**config.mk**
```make
export PLATFORM = sky130hd
export DESIGN_NAME = icache_top
export DESIGN_NICKNAME = d
export VERILOG_FILES = /design/src/cache_cfg_pkg.sv /design/src/fetch_bus_pkg.sv /design/src/way_ram.sv /design/src/victim_lfsr.sv /design/src/line_refill.sv /design/src/fetch_lookup.sv /design/src/icache_top.sv
export SDC_FILE = /design/constraint.sdc
export NUM_CORES = 2
export LEC_CHECK = 0
export BUFFER_PORTS_ARGS = -buffer_cell sky130_fd_sc_hd__buf_2
export CAP_MARGIN = 20
export CORE_MARGIN = 2
export CORE_UTILIZATION = 32
export CTS_CLUSTER_DIAMETER = 200
export CTS_CLUSTER_SIZE = 14
export DETAILED_ROUTE_END_ITERATION = 6
export GPL_TIMING_DRIVEN = 0
export RECOVER_POWER = 100
export SYNTH_ARGS = -nofsm -noshare
export SYNTH_HDL_FRONTEND = slang
export SYNTH_HIERARCHICAL = 1
export SYNTH_SLANG_ARGS = --single-unit
```
**constraint.sdc**
```tcl
create_clock -name clk -period 6.2 [get_ports clk]
set_clock_uncertainty 0.2 [all_clocks]
set_input_delay 0.31 -clock clk [delete_from_list [all_inputs] [get_ports clk]]
set_output_delay 0.31 -clock clk [all_outputs]
set_load 0.02 [all_outputs]
```
**src/cache_cfg_pkg.sv**
```systemverilog
`default_nettype none

package cache_cfg_pkg;

	localparam int WORD_W = 32;
	localparam int BYTE_OFF_W = 2;

	localparam int NUM_WAYS = 2;
	localparam int NUM_SETS = 8;
	localparam int WORDS_PER_LINE = 4;
	localparam int INDEX_W = 3;
	localparam int OFFSET_W = 2;
	localparam int TAG_W = WORD_W - INDEX_W - OFFSET_W - BYTE_OFF_W;

	// galois feedback for x^8 + x^6 + x^5 + x^4 + 1
	localparam logic [7:0] LFSR_TAPS = 8'hb8;
	localparam logic [7:0] LFSR_SEED = 8'h5a;

	typedef struct packed {
		logic [TAG_W-1:0] tag;
		logic [INDEX_W-1:0] index;
		logic [OFFSET_W-1:0] offset;
		logic [BYTE_OFF_W-1:0] byte_off;
	} addr_fields_t;

	typedef union packed {
		logic [WORD_W-1:0] raw;
		addr_fields_t f;
	} fetch_addr_t;

	typedef struct packed {
		logic valid;
		logic [TAG_W-1:0] tag;
	} tag_entry_t;

	typedef logic [WORDS_PER_LINE-1:0][WORD_W-1:0] line_t;
	typedef logic [$clog2(NUM_WAYS)-1:0] way_sel_t;

endpackage

`default_nettype wire

```
**src/fetch_bus_pkg.sv**
```systemverilog
`default_nettype none

package fetch_bus_pkg;

	// stage 1 inputs from the cpu side
	typedef struct packed {
		logic read;
		cache_cfg_pkg::fetch_addr_t address;
		logic flush_1;
		logic flush_2;
	} fetch_req_t;

	typedef struct packed {
		logic stall;
		logic valid;
		logic [cache_cfg_pkg::WORD_W-1:0] rddata;
	} fetch_resp_t;

	// read half of the axi bus only
	typedef struct packed {
		logic arvalid;
		logic [cache_cfg_pkg::WORD_W-1:0] araddr;
		logic rready;
	} axi_rd_req_t;

	typedef struct packed {
		logic arready;
		logic rvalid;
		logic rlast;
		logic [cache_cfg_pkg::WORD_W-1:0] rdata;
	} axi_rd_resp_t;

endpackage

`default_nettype wire

```
**src/way_ram.sv**
```systemverilog
`timescale 1ns/1ns
`default_nettype none

module way_ram #(
	parameter int DEPTH = cache_cfg_pkg::NUM_SETS,
	parameter type entry_t = cache_cfg_pkg::tag_entry_t
) (
	input logic clk,
	input logic rst,
	input logic we,
	input logic [cache_cfg_pkg::INDEX_W-1:0] addr,
	input entry_t din,
	output entry_t dout
);

	entry_t mem [DEPTH];

	always_ff @(posedge clk) begin
		if (rst) begin
			for (int i = 0; i < DEPTH; i++) begin
				mem[i] <= '0;
			end
			dout <= '0;
		end else begin
			if (we) begin
				mem[addr] <= din;
			end
			// read-first so a write shows up one access later
			dout <= mem[addr];
		end
	end

	a_wr_addr_known: assert property (@(posedge clk) disable iff (rst)
		we |-> !$isunknown(addr));

endmodule

`default_nettype wire

```
**src/victim_lfsr.sv**
```systemverilog
`timescale 1ns/1ns
`default_nettype none

module victim_lfsr (
	input logic clk,
	input logic rst,
	input logic step,
	output cache_cfg_pkg::way_sel_t way
);

	logic [7:0] lfsr;

	always_ff @(posedge clk) begin
		if (rst) begin
			lfsr <= cache_cfg_pkg::LFSR_SEED;
		end else if (step) begin
			lfsr <= {1'b0, lfsr[7:1]} ^ (lfsr[0] ? cache_cfg_pkg::LFSR_TAPS : 8'h00);
		end
	end

	assign way = lfsr[0];

endmodule

`default_nettype wire

```
**src/line_refill.sv**
```systemverilog
`timescale 1ns/1ns
`default_nettype none

module line_refill (
	input logic clk,
	input logic rst,
	input cache_cfg_pkg::fetch_addr_t stage2_addr,
	input logic miss,
	input logic flush_2,
	output fetch_bus_pkg::axi_rd_req_t axi_req,
	input fetch_bus_pkg::axi_rd_resp_t axi_resp,
	input cache_cfg_pkg::way_sel_t victim,
	output logic [cache_cfg_pkg::NUM_WAYS-1:0] tag_we,
	output logic [cache_cfg_pkg::NUM_WAYS-1:0] data_we,
	output cache_cfg_pkg::tag_entry_t tag_wr,
	output cache_cfg_pkg::line_t line_wr,
	output logic ram_index_sel,
	output logic refill_busy,
	output logic fill_step
);

	typedef enum logic [2:0] {
		s_idle,
		s_wait_ready,
		s_receiving,
		s_finish,
		s_flush_wait_ready,
		s_flush_receiving
	} state_t;

	state_t state, state_d;
	logic [cache_cfg_pkg::OFFSET_W-1:0] beat_cnt;
	cache_cfg_pkg::line_t line_buf;
	cache_cfg_pkg::fetch_addr_t refill_addr;
	cache_cfg_pkg::fetch_addr_t line_addr;
	logic beat;
	logic last_beat;

	always_comb begin
		state_d = state;
		unique case (state)
			s_idle: begin
				if (miss && !flush_2) begin
					state_d = s_wait_ready;
				end
			end
			s_wait_ready: begin
				if (axi_resp.arready) begin
					state_d = flush_2 ? s_flush_receiving : s_receiving;
				end else if (flush_2) begin
					state_d = s_flush_wait_ready;
				end
			end
			s_flush_wait_ready: begin
				if (axi_resp.arready) begin
					state_d = s_flush_receiving;
				end
			end
			s_receiving: begin
				if (last_beat) begin
					state_d = s_finish;
				end else if (flush_2) begin
					state_d = s_flush_receiving;
				end
			end
			s_flush_receiving: begin
				if (last_beat) begin
					state_d = s_finish;
				end
			end
			s_finish: state_d = s_idle;
			default: state_d = s_idle;
		endcase
	end

	// burst start is the line base of the missed address
	always_comb begin
		line_addr = refill_addr;
		line_addr.f.offset = '0;
		line_addr.f.byte_off = '0;
	end

	assign axi_req.arvalid = (state == s_wait_ready) || (state == s_flush_wait_ready);
	assign axi_req.araddr = line_addr.raw;
	assign axi_req.rready = (state == s_receiving) || (state == s_flush_receiving);

	assign beat = axi_req.rready && axi_resp.rvalid;
	assign last_beat = beat && axi_resp.rlast;

	// a late flush_2 still drops the line
	assign fill_step = (state == s_receiving) && last_beat && !flush_2;

	for (genvar w = 0; w < cache_cfg_pkg::NUM_WAYS; w++) begin : g_we
		assign tag_we[w] = fill_step && (victim == cache_cfg_pkg::way_sel_t'(w));
		assign data_we[w] = fill_step && (victim == cache_cfg_pkg::way_sel_t'(w));
	end

	assign tag_wr.valid = 1'b1;
	assign tag_wr.tag = refill_addr.f.tag;

	always_comb begin
		line_wr = line_buf;
		line_wr[beat_cnt] = axi_resp.rdata;
	end

	// write cycle and re-read cycle both address the stage-2 set
	assign ram_index_sel = (state_d == s_finish) || (state == s_finish);
	assign refill_busy = (state != s_idle) || (state_d != s_idle);

	always_ff @(posedge clk) begin
		if (rst) begin
			state <= s_idle;
			beat_cnt <= '0;
		end else begin
			state <= state_d;
			if (axi_req.arvalid && axi_resp.arready) begin
				beat_cnt <= '0;
			end else if (beat) begin
				beat_cnt <= beat_cnt + 1'b1;
			end
		end
	end

	always_ff @(posedge clk) begin
		if (beat) begin
			line_buf[beat_cnt] <= axi_resp.rdata;
		end
		if (state == s_idle && miss) begin
			refill_addr <= stage2_addr;
		end
	end

	a_arvalid_hold: assert property (@(posedge clk) disable iff (rst)
		axi_req.arvalid && !axi_resp.arready |=> axi_req.arvalid && $stable(axi_req.araddr));

	a_rlast_fourth: assert property (@(posedge clk) disable iff (rst)
		beat |-> axi_resp.rlast == (int'(beat_cnt) == cache_cfg_pkg::WORDS_PER_LINE - 1));

endmodule

`default_nettype wire

```
**src/fetch_lookup.sv**
```systemverilog
`timescale 1ns/1ns
`default_nettype none

module fetch_lookup (
	input logic clk,
	input logic rst,
	input fetch_bus_pkg::fetch_req_t req,
	output fetch_bus_pkg::fetch_resp_t resp,
	input cache_cfg_pkg::tag_entry_t [cache_cfg_pkg::NUM_WAYS-1:0] tag_rd,
	input cache_cfg_pkg::line_t [cache_cfg_pkg::NUM_WAYS-1:0] line_rd,
	input logic refill_busy,
	output cache_cfg_pkg::fetch_addr_t stage2_addr,
	output logic miss
);

	logic pipe_read;
	cache_cfg_pkg::fetch_addr_t pipe_addr;
	logic [cache_cfg_pkg::NUM_WAYS-1:0] hit;
	logic [cache_cfg_pkg::WORD_W-1:0] hit_word;

	// stage-2 register
	always_ff @(posedge clk) begin
		if (rst) begin
			pipe_read <= 1'b0;
		end else if (!resp.stall) begin
			pipe_read <= req.read && !req.flush_1;
		end
	end

	always_ff @(posedge clk) begin
		if (!resp.stall) begin
			pipe_addr <= req.address;
		end
	end

	for (genvar w = 0; w < cache_cfg_pkg::NUM_WAYS; w++) begin : g_hit
		assign hit[w] = tag_rd[w].valid && (tag_rd[w].tag == pipe_addr.f.tag);
	end

	always_comb begin
		hit_word = '0;
		for (int w = 0; w < cache_cfg_pkg::NUM_WAYS; w++) begin
			hit_word |= {cache_cfg_pkg::WORD_W{hit[w]}} & line_rd[w][pipe_addr.f.offset];
		end
	end

	assign miss = pipe_read && !(|hit);
	assign stage2_addr = pipe_addr;

	// busy already includes the miss cycle via the refill next state
	always_comb begin
		resp.stall = pipe_read && refill_busy && !req.flush_2;
		resp.valid = pipe_read && !refill_busy && !req.flush_2;
		resp.rddata = hit_word;
	end

	a_single_hit: assert property (@(posedge clk) disable iff (rst)
		pipe_read && !refill_busy |-> $onehot0(hit));

endmodule

`default_nettype wire

```
**src/icache_top.sv**
```systemverilog
`timescale 1ns/1ns
`default_nettype none

module icache_top (
	input logic clk,
	input logic rst,
	input fetch_bus_pkg::fetch_req_t fetch_req,
	output fetch_bus_pkg::fetch_resp_t fetch_resp,
	output fetch_bus_pkg::axi_rd_req_t axi_req,
	input fetch_bus_pkg::axi_rd_resp_t axi_resp
);

	cache_cfg_pkg::tag_entry_t [cache_cfg_pkg::NUM_WAYS-1:0] tag_rd;
	cache_cfg_pkg::line_t [cache_cfg_pkg::NUM_WAYS-1:0] line_rd;
	cache_cfg_pkg::tag_entry_t tag_wr;
	cache_cfg_pkg::line_t line_wr;
	logic [cache_cfg_pkg::NUM_WAYS-1:0] tag_we;
	logic [cache_cfg_pkg::NUM_WAYS-1:0] data_we;
	cache_cfg_pkg::fetch_addr_t stage2_addr;
	cache_cfg_pkg::way_sel_t victim;
	logic [cache_cfg_pkg::INDEX_W-1:0] ram_index;
	logic miss;
	logic refill_busy;
	logic ram_index_sel;
	logic fill_step;

	// stage-2 set only while the stage-2 register is held
	assign ram_index = (ram_index_sel && fetch_resp.stall) ? stage2_addr.f.index
		: fetch_req.address.f.index;

	fetch_lookup lookup_i (
		.clk(clk),
		.rst(rst),
		.req(fetch_req),
		.resp(fetch_resp),
		.tag_rd(tag_rd),
		.line_rd(line_rd),
		.refill_busy(refill_busy),
		.stage2_addr(stage2_addr),
		.miss(miss)
	);

	line_refill refill_i (
		.clk(clk),
		.rst(rst),
		.stage2_addr(stage2_addr),
		.miss(miss),
		.flush_2(fetch_req.flush_2),
		.axi_req(axi_req),
		.axi_resp(axi_resp),
		.victim(victim),
		.tag_we(tag_we),
		.data_we(data_we),
		.tag_wr(tag_wr),
		.line_wr(line_wr),
		.ram_index_sel(ram_index_sel),
		.refill_busy(refill_busy),
		.fill_step(fill_step)
	);

	victim_lfsr lfsr_i (
		.clk(clk),
		.rst(rst),
		.step(fill_step),
		.way(victim)
	);

	for (genvar w = 0; w < cache_cfg_pkg::NUM_WAYS; w++) begin : g_way
		way_ram #(
			.DEPTH(cache_cfg_pkg::NUM_SETS),
			.entry_t(cache_cfg_pkg::tag_entry_t)
		) tag_ram_i (
			.clk(clk),
			.rst(rst),
			.we(tag_we[w]),
			.addr(ram_index),
			.din(tag_wr),
			.dout(tag_rd[w])
		);

		way_ram #(
			.DEPTH(cache_cfg_pkg::NUM_SETS),
			.entry_t(cache_cfg_pkg::line_t)
		) line_ram_i (
			.clk(clk),
			.rst(rst),
			.we(data_we[w]),
			.addr(ram_index),
			.din(line_wr),
			.dout(line_rd[w])
		);
	end

endmodule

`default_nettype wire

```
# Yosys cells after proc, flatten, opt, wreduce, memory -nomap -nowiden
# Memory sizes are Yosys's and may differ from the RTL's. A register that Yosys moved wholly into a read port is not among the register bits.
# Cells that the tools add are included.
# op_classes
n_lt_le_gt_ge	3
eq_ne	8
bitwise	5
reduce_logical	36
n_addsub	1
muxes	38
# ops
operator	count
128-bit two-way mux	2
128-bit OR reduction	2
32-bit binary-select mux with 2-bit select	2
128-bit bitwise mux	1
32-bit two-way mux	3
32-bit AND	2
32-bit demux with 2-bit select	1
26-bit two-way mux	2
26-bit OR reduction	2
25-bit equality test	2
3-bit two-way mux	13
32-bit OR	1
1-bit logical AND	19
3-bit case mux with 5 select lines	1
1-bit two-way mux	12
3-bit by 2-bit equality test with 1-bit output (second input constant)	3
8-bit two-way mux	1
7-bit by 8-bit bitwise XOR with 8-bit output	1
3-bit equality test (second input constant)	2
2-bit by 3-bit < comparator with 1-bit output (second input constant)	2
3-bit nonzero test	2
1-bit logical NOT	4
1-bit logical OR	4
2-bit OR reduction	2
5 further kinds	5
# totals
mem_bits_rw	2464
wordCells	105
inputBits	72
output_inout_bits	68
register_bits	206
mem_count	4
# memory_table
memory	words	width	rd	rd_clocked_by_memory_dff	write_ports	line_no	rtl
g_way[0].line_ram_i.mem	8	128	1	1	8	way_ram.sv:16	entry_t mem [DEPTH];
g_way[1].line_ram_i.mem	8	128	1	1	8	way_ram.sv:16	
g_way[0].tag_ram_i.mem	8	26	1	1	8	way_ram.sv:16	
g_way[1].tag_ram_i.mem	8	26	1	1	8	way_ram.sv:16	

# Longest topological paths before layout
# logic_depth
ltp_word	15
depth_mapped	18
ltp_nobuf	14

# By module
# The synthesis kept the hierarchy.
# modules_own_cells
mod	n_inst	cells_each	seq_area_each_um2	area_each_um2
way_ram at g_way[1].line_ram_i	1	3338	33311.9	49045.8
way_ram at g_way[0].line_ram_i	1	3338	33311.9	49043.3
way_ram at g_way[0].tag_ram_i	1	693	6766.5	10110.9
way_ram at g_way[1].tag_ram_i	1	693	6766.5	10107.2
line_refill	1	397	4784.6	6940.4
fetch_lookup	1	287	980.9	3592.2
victim_lfsr	1	31	160.2	335.3
icache_top	1	4	0.0	51.3

# Least setup slack after synthesis
# OpenSTA, ideal clock, no wires.
# synth_path
kind	register to register
startpoint	register lookup_i.pipe_addr (netlist bit lookup_i/stage2_addr[22])
endpoint	memory g_way[0].line_ram_i/mem[0][0] (netlist name), enable pin
t_required_ns	5.567
slack_ns	-0.660
period_less_slack_ns	6.860
setup_ns	0.433
arrival_time_ns	6.227
stages_incl_launch_ff	16
n_path_buf	1
path_cell_list	edfxtp_1 > xnor2_1 > nand4_1 > nor4_2 > nand4_2 > and3_2 > nor2b_1 > or4_1 > nand3b_1 > inv_1 > nand2_2 > mux2_4 > or3b_4 > nor3_2 > clkbuf_2 > or2_2
# synth_rtl
element	line_no	rtl
from (decl)	fetch_lookup.sv:17	cache_cfg_pkg::fetch_addr_t pipe_addr;
from (signal assigned)	fetch_lookup.sv:32	pipe_addr <= req.address;
to (decl)	way_ram.sv:16	

# Worst setup path after layout
# layout_path
startpoint	register lookup_i.pipe_addr (netlist bit lookup_i/stage2_addr[31])
endpoint	register g_way[0].line_ram_i/dout[90] (netlist name) (read register of g_way[0].line_ram_i.mem)
# layout_between
elab_chain_cells	14
elab_cells_between_ends	18
classes_between	eq/ne (3); mux (3); reduce/logical (12)
# layout_rtl
element	line_no	rtl
25-bit equality test	fetch_lookup.sv:37	assign hit[w] = tag_rd[w].valid && (tag_rd[w].tag == pipe_addr.f.tag);
1-bit logical AND	fetch_lookup.sv:37	
2-bit OR reduction *	fetch_lookup.sv:47	assign miss = pipe_read && !(|hit);
1-bit logical NOT *	fetch_lookup.sv:47	
1-bit logical AND *	fetch_lookup.sv:47	
named net miss	icache_top.sv:22	logic miss;
1-bit logical AND *	line_refill.sv:43	if (miss && !flush_2) begin
3-bit two-way mux *	line_refill.sv:43	
3-bit case mux with 5 select lines *	line_refill.sv:41	unique case (state)
3-bit nonzero test *	line_refill.sv:108	assign refill_busy = (state != s_idle) || (state_d != s_idle);
1-bit logical OR *	line_refill.sv:108	
named net refill_busy	icache_top.sv:23	logic refill_busy;
1-bit logical AND * (2 in series)	fetch_lookup.sv:52	resp.stall = pipe_read && refill_busy && !req.flush_2;
1-bit logical AND *	icache_top.sv:28	assign ram_index = (ram_index_sel && fetch_resp.stall) ? stage2_addr.f.index
3-bit two-way mux *	icache_top.sv:28	
named net ram_index (one bit)	icache_top.sv:21	logic [cache_cfg_pkg::INDEX_W-1:0] ram_index;
to (decl)	way_ram.sv:13	output entry_t dout
# The timed path passes the listed nets; every way through them passes the cells marked *.
# A chain may end at the register's enable or synchronous reset.

==> results.toml <==
[sta]
min_period_ns = 6.18
setup_viol = 0
fin_ws_ns = 0.0193
drv_slew = 130
final_hold_viol_count = 0
max_freq_mhz = 162
whs_ns = 0.0881
slew_headroom_pct = -29.2
worstMarginPinSlew_ns = 1.94
min_period_over_period_pct = 99.7

[status]
violations = "max-capacitance violations, max-slew violations"
status = "finished with violations"

[placed_design]
gp_congestion = 0.903
dp_hpwl_microns = 285000
port_buffers = 133
placed_area_sq_mm = 0.138
post-place-ws_ns = -1.68

[setup_path]
worstSetupPathType = "register to register"
critPathCaptureType = "register"
worstPathRequired_ns = 6.80
critical_path.max_fanout = 11
crit_path_start = "lookup_i/stage2_addr[31]$_DFFE_PN_"
r2r_start = "lookup_i/stage2_addr[31]$_DFFE_PN_"
worstPathArrival_ns = 6.78
critPathLaunchType = "register"

[cts]
cts_buffer_depth = 4
htreeDepth = 4
cts_num_sinks = 2972
numCtsBuffers = 234
cts-root-buf = "clkbuf_16"
clk_latency_ns = 1.02
clk_pin_slew_ns = 0.07
tritoncts = "done"

[global_routing]
grt_max_degree = 58
grt_usage_pct = 19.6
antenna_found_initial = 86
grt-ovfl-total = 0
grt_pass1_wl_microns = 571000
grt_pass1_vias = 75960

[floorplanning]
start_util_pct = 32.1
die_w_microns = 639
die_h_microns = 639
io_pins = 140
fp.dieArea_sq_mm = 0.409
core-area_sq_mm = 0.402
num_rows = 233

[power_and_ir_drop]
ir_worst_vdd_v = 0.000269
power_density_mw_per_mm2 = 275
leakagePower_nw = 52.1

[route]
finalWirelength_microns = 413000
viasPerCell = 5.14
ant_nets = 0
vias = 76556
wl_per_cell_microns = 27.8
firstDrtPassIters = 6
drc = 0
drt_iter0_drc = 8821

[finish]
final-seq-area_sq_mm = 0.0860
multi_input_area_sq_mm = 0.0399
fin_area_sq_mm = 0.145
final_cell_mix = "edfxtp_1, and2_0, mux2i_1, and2_1, o22a_1"
syn_to_final_growth_pct = 12.6
final_layout_size_suffix_gt1_share_pct = 8.79
layout_commonest_cell = "edfxtp_1"
fill_cells = 38154
nets = 9418

[logic_synthesis]
syn_area_per_cell_sq_um = 14.7
ys_warn_count = 6
syn_inst = 8779
synth_area_sq_mm = 0.129

[job]
cap_viol_max_count = 4

[hold_path]
worstHoldStart = "axi_resp[33]"
hold_path_class = "primary input to register"
[per-layer routing]
| metal | routed length [microns] | global-route usage (%) |
|---|---|---|
| met1 | 160000 | 25.6 |
| met2 | 193000 | 31.8 |
| met3 | 37700 | 3.00 |
| met4 | 22900 | 9.81 |
| met5 | 54 | 0 |
[worst max-delay path, cell delays in order (launching register included)]
cell and delay [ns]:
edfxtp_1 0.54, xnor2_1 0.33, nand4_1 0.19, nor4_2 0.34, nand4_4 0.24, and3_2 0.28
nor2b_1 0.14, or4_1 0.42, nand3b_1 0.20, buf_16 0.18, inv_1 0.07, nand2_2 0.12
mux2_4 0.34, buf_2 0.20, buf_4 0.23, buf_4 0.57, clkbuf_2 0.45, mux2i_1 0.14
o22a_1 0.20, a21oi_1 0.57
[state kept, by name, summed over array words and instances (netlist names), 2 cells and up]
signal                 count
lfsr_i/lfsr                8
lookup_i/stage2_addr      30
g_way.tag_ram_i/dout      52
refill_i/line_buf        128
refill_i/refill_addr      28
refill_i/beat_cnt          2
g_way.tag_ram_i/mem      416
refill_i/state             3
g_way.line_ram_i/mem    2048
g_way.line_ram_i/dout    256
[final cells by class]
cell class	count	share of cell area (%)
multi-input combinational	5124	27.4
tap	5287	4.55
inverter	69	0.178
buffer	644	2.19
sequential	2972	59.1
clock inverter	8	0.113
timing repair buffer	297	1.73
antenna	58	0.0998
clock buffer	428	4.58
[where the power goes]
group | switching [W] | internal [W]
clock network | 0.00712 | 0.00726
registers | 0.000368 | 0.0224
logic | 0.00191 | 0.000909
[final timing paths]
path	end	slack, ns	cells after the start
setup / recovery	g_way[0].line_ram_i/dout[90]$_SDFF_PP0_	0.02	19
hold / removal	refill_i/beat_cnt[0]$_SDFFE_PP0N_	0.09	4
setup reg to reg	g_way[0].line_ram_i/dout[90]$_SDFF_PP0_	0.02	19
hold reg to reg	refill_i/refill_addr[4]$_DFFE_PP_	0.28	0
[what timing repair did]
| action | CTS | global route |
|---|---|---|
| endpoints found under the setup margin | 5160 | 1782 |
| hold endpoints to repair | 84 | 0 |
| hold buffers | 87 | 0 |
| setup buffers | 12 | 18 |
| pin swaps | 3 | 4 |
| resized for setup | 34 | 81 |
| cloned | 26 | 1 |
[through the flow]
stage | utilization (%) | TNS (ns) | power (W) | std cells
finish | 36.2 | 0 | 0.0400 | 14887
global route | 36.1 | -0.00323 | 0.0411 | 14860
CTS | 36.2 | 0 | 0.0403 | 14810
detailed placement | 34.2 | -4283.22 | 0.0260 | 14249
global placement | 33.9 | - | 0.0258 | 14202
floorplan | - | 0 | 0.0246 | 8782
No activity file was read; power rests on OpenSTA's default activity.
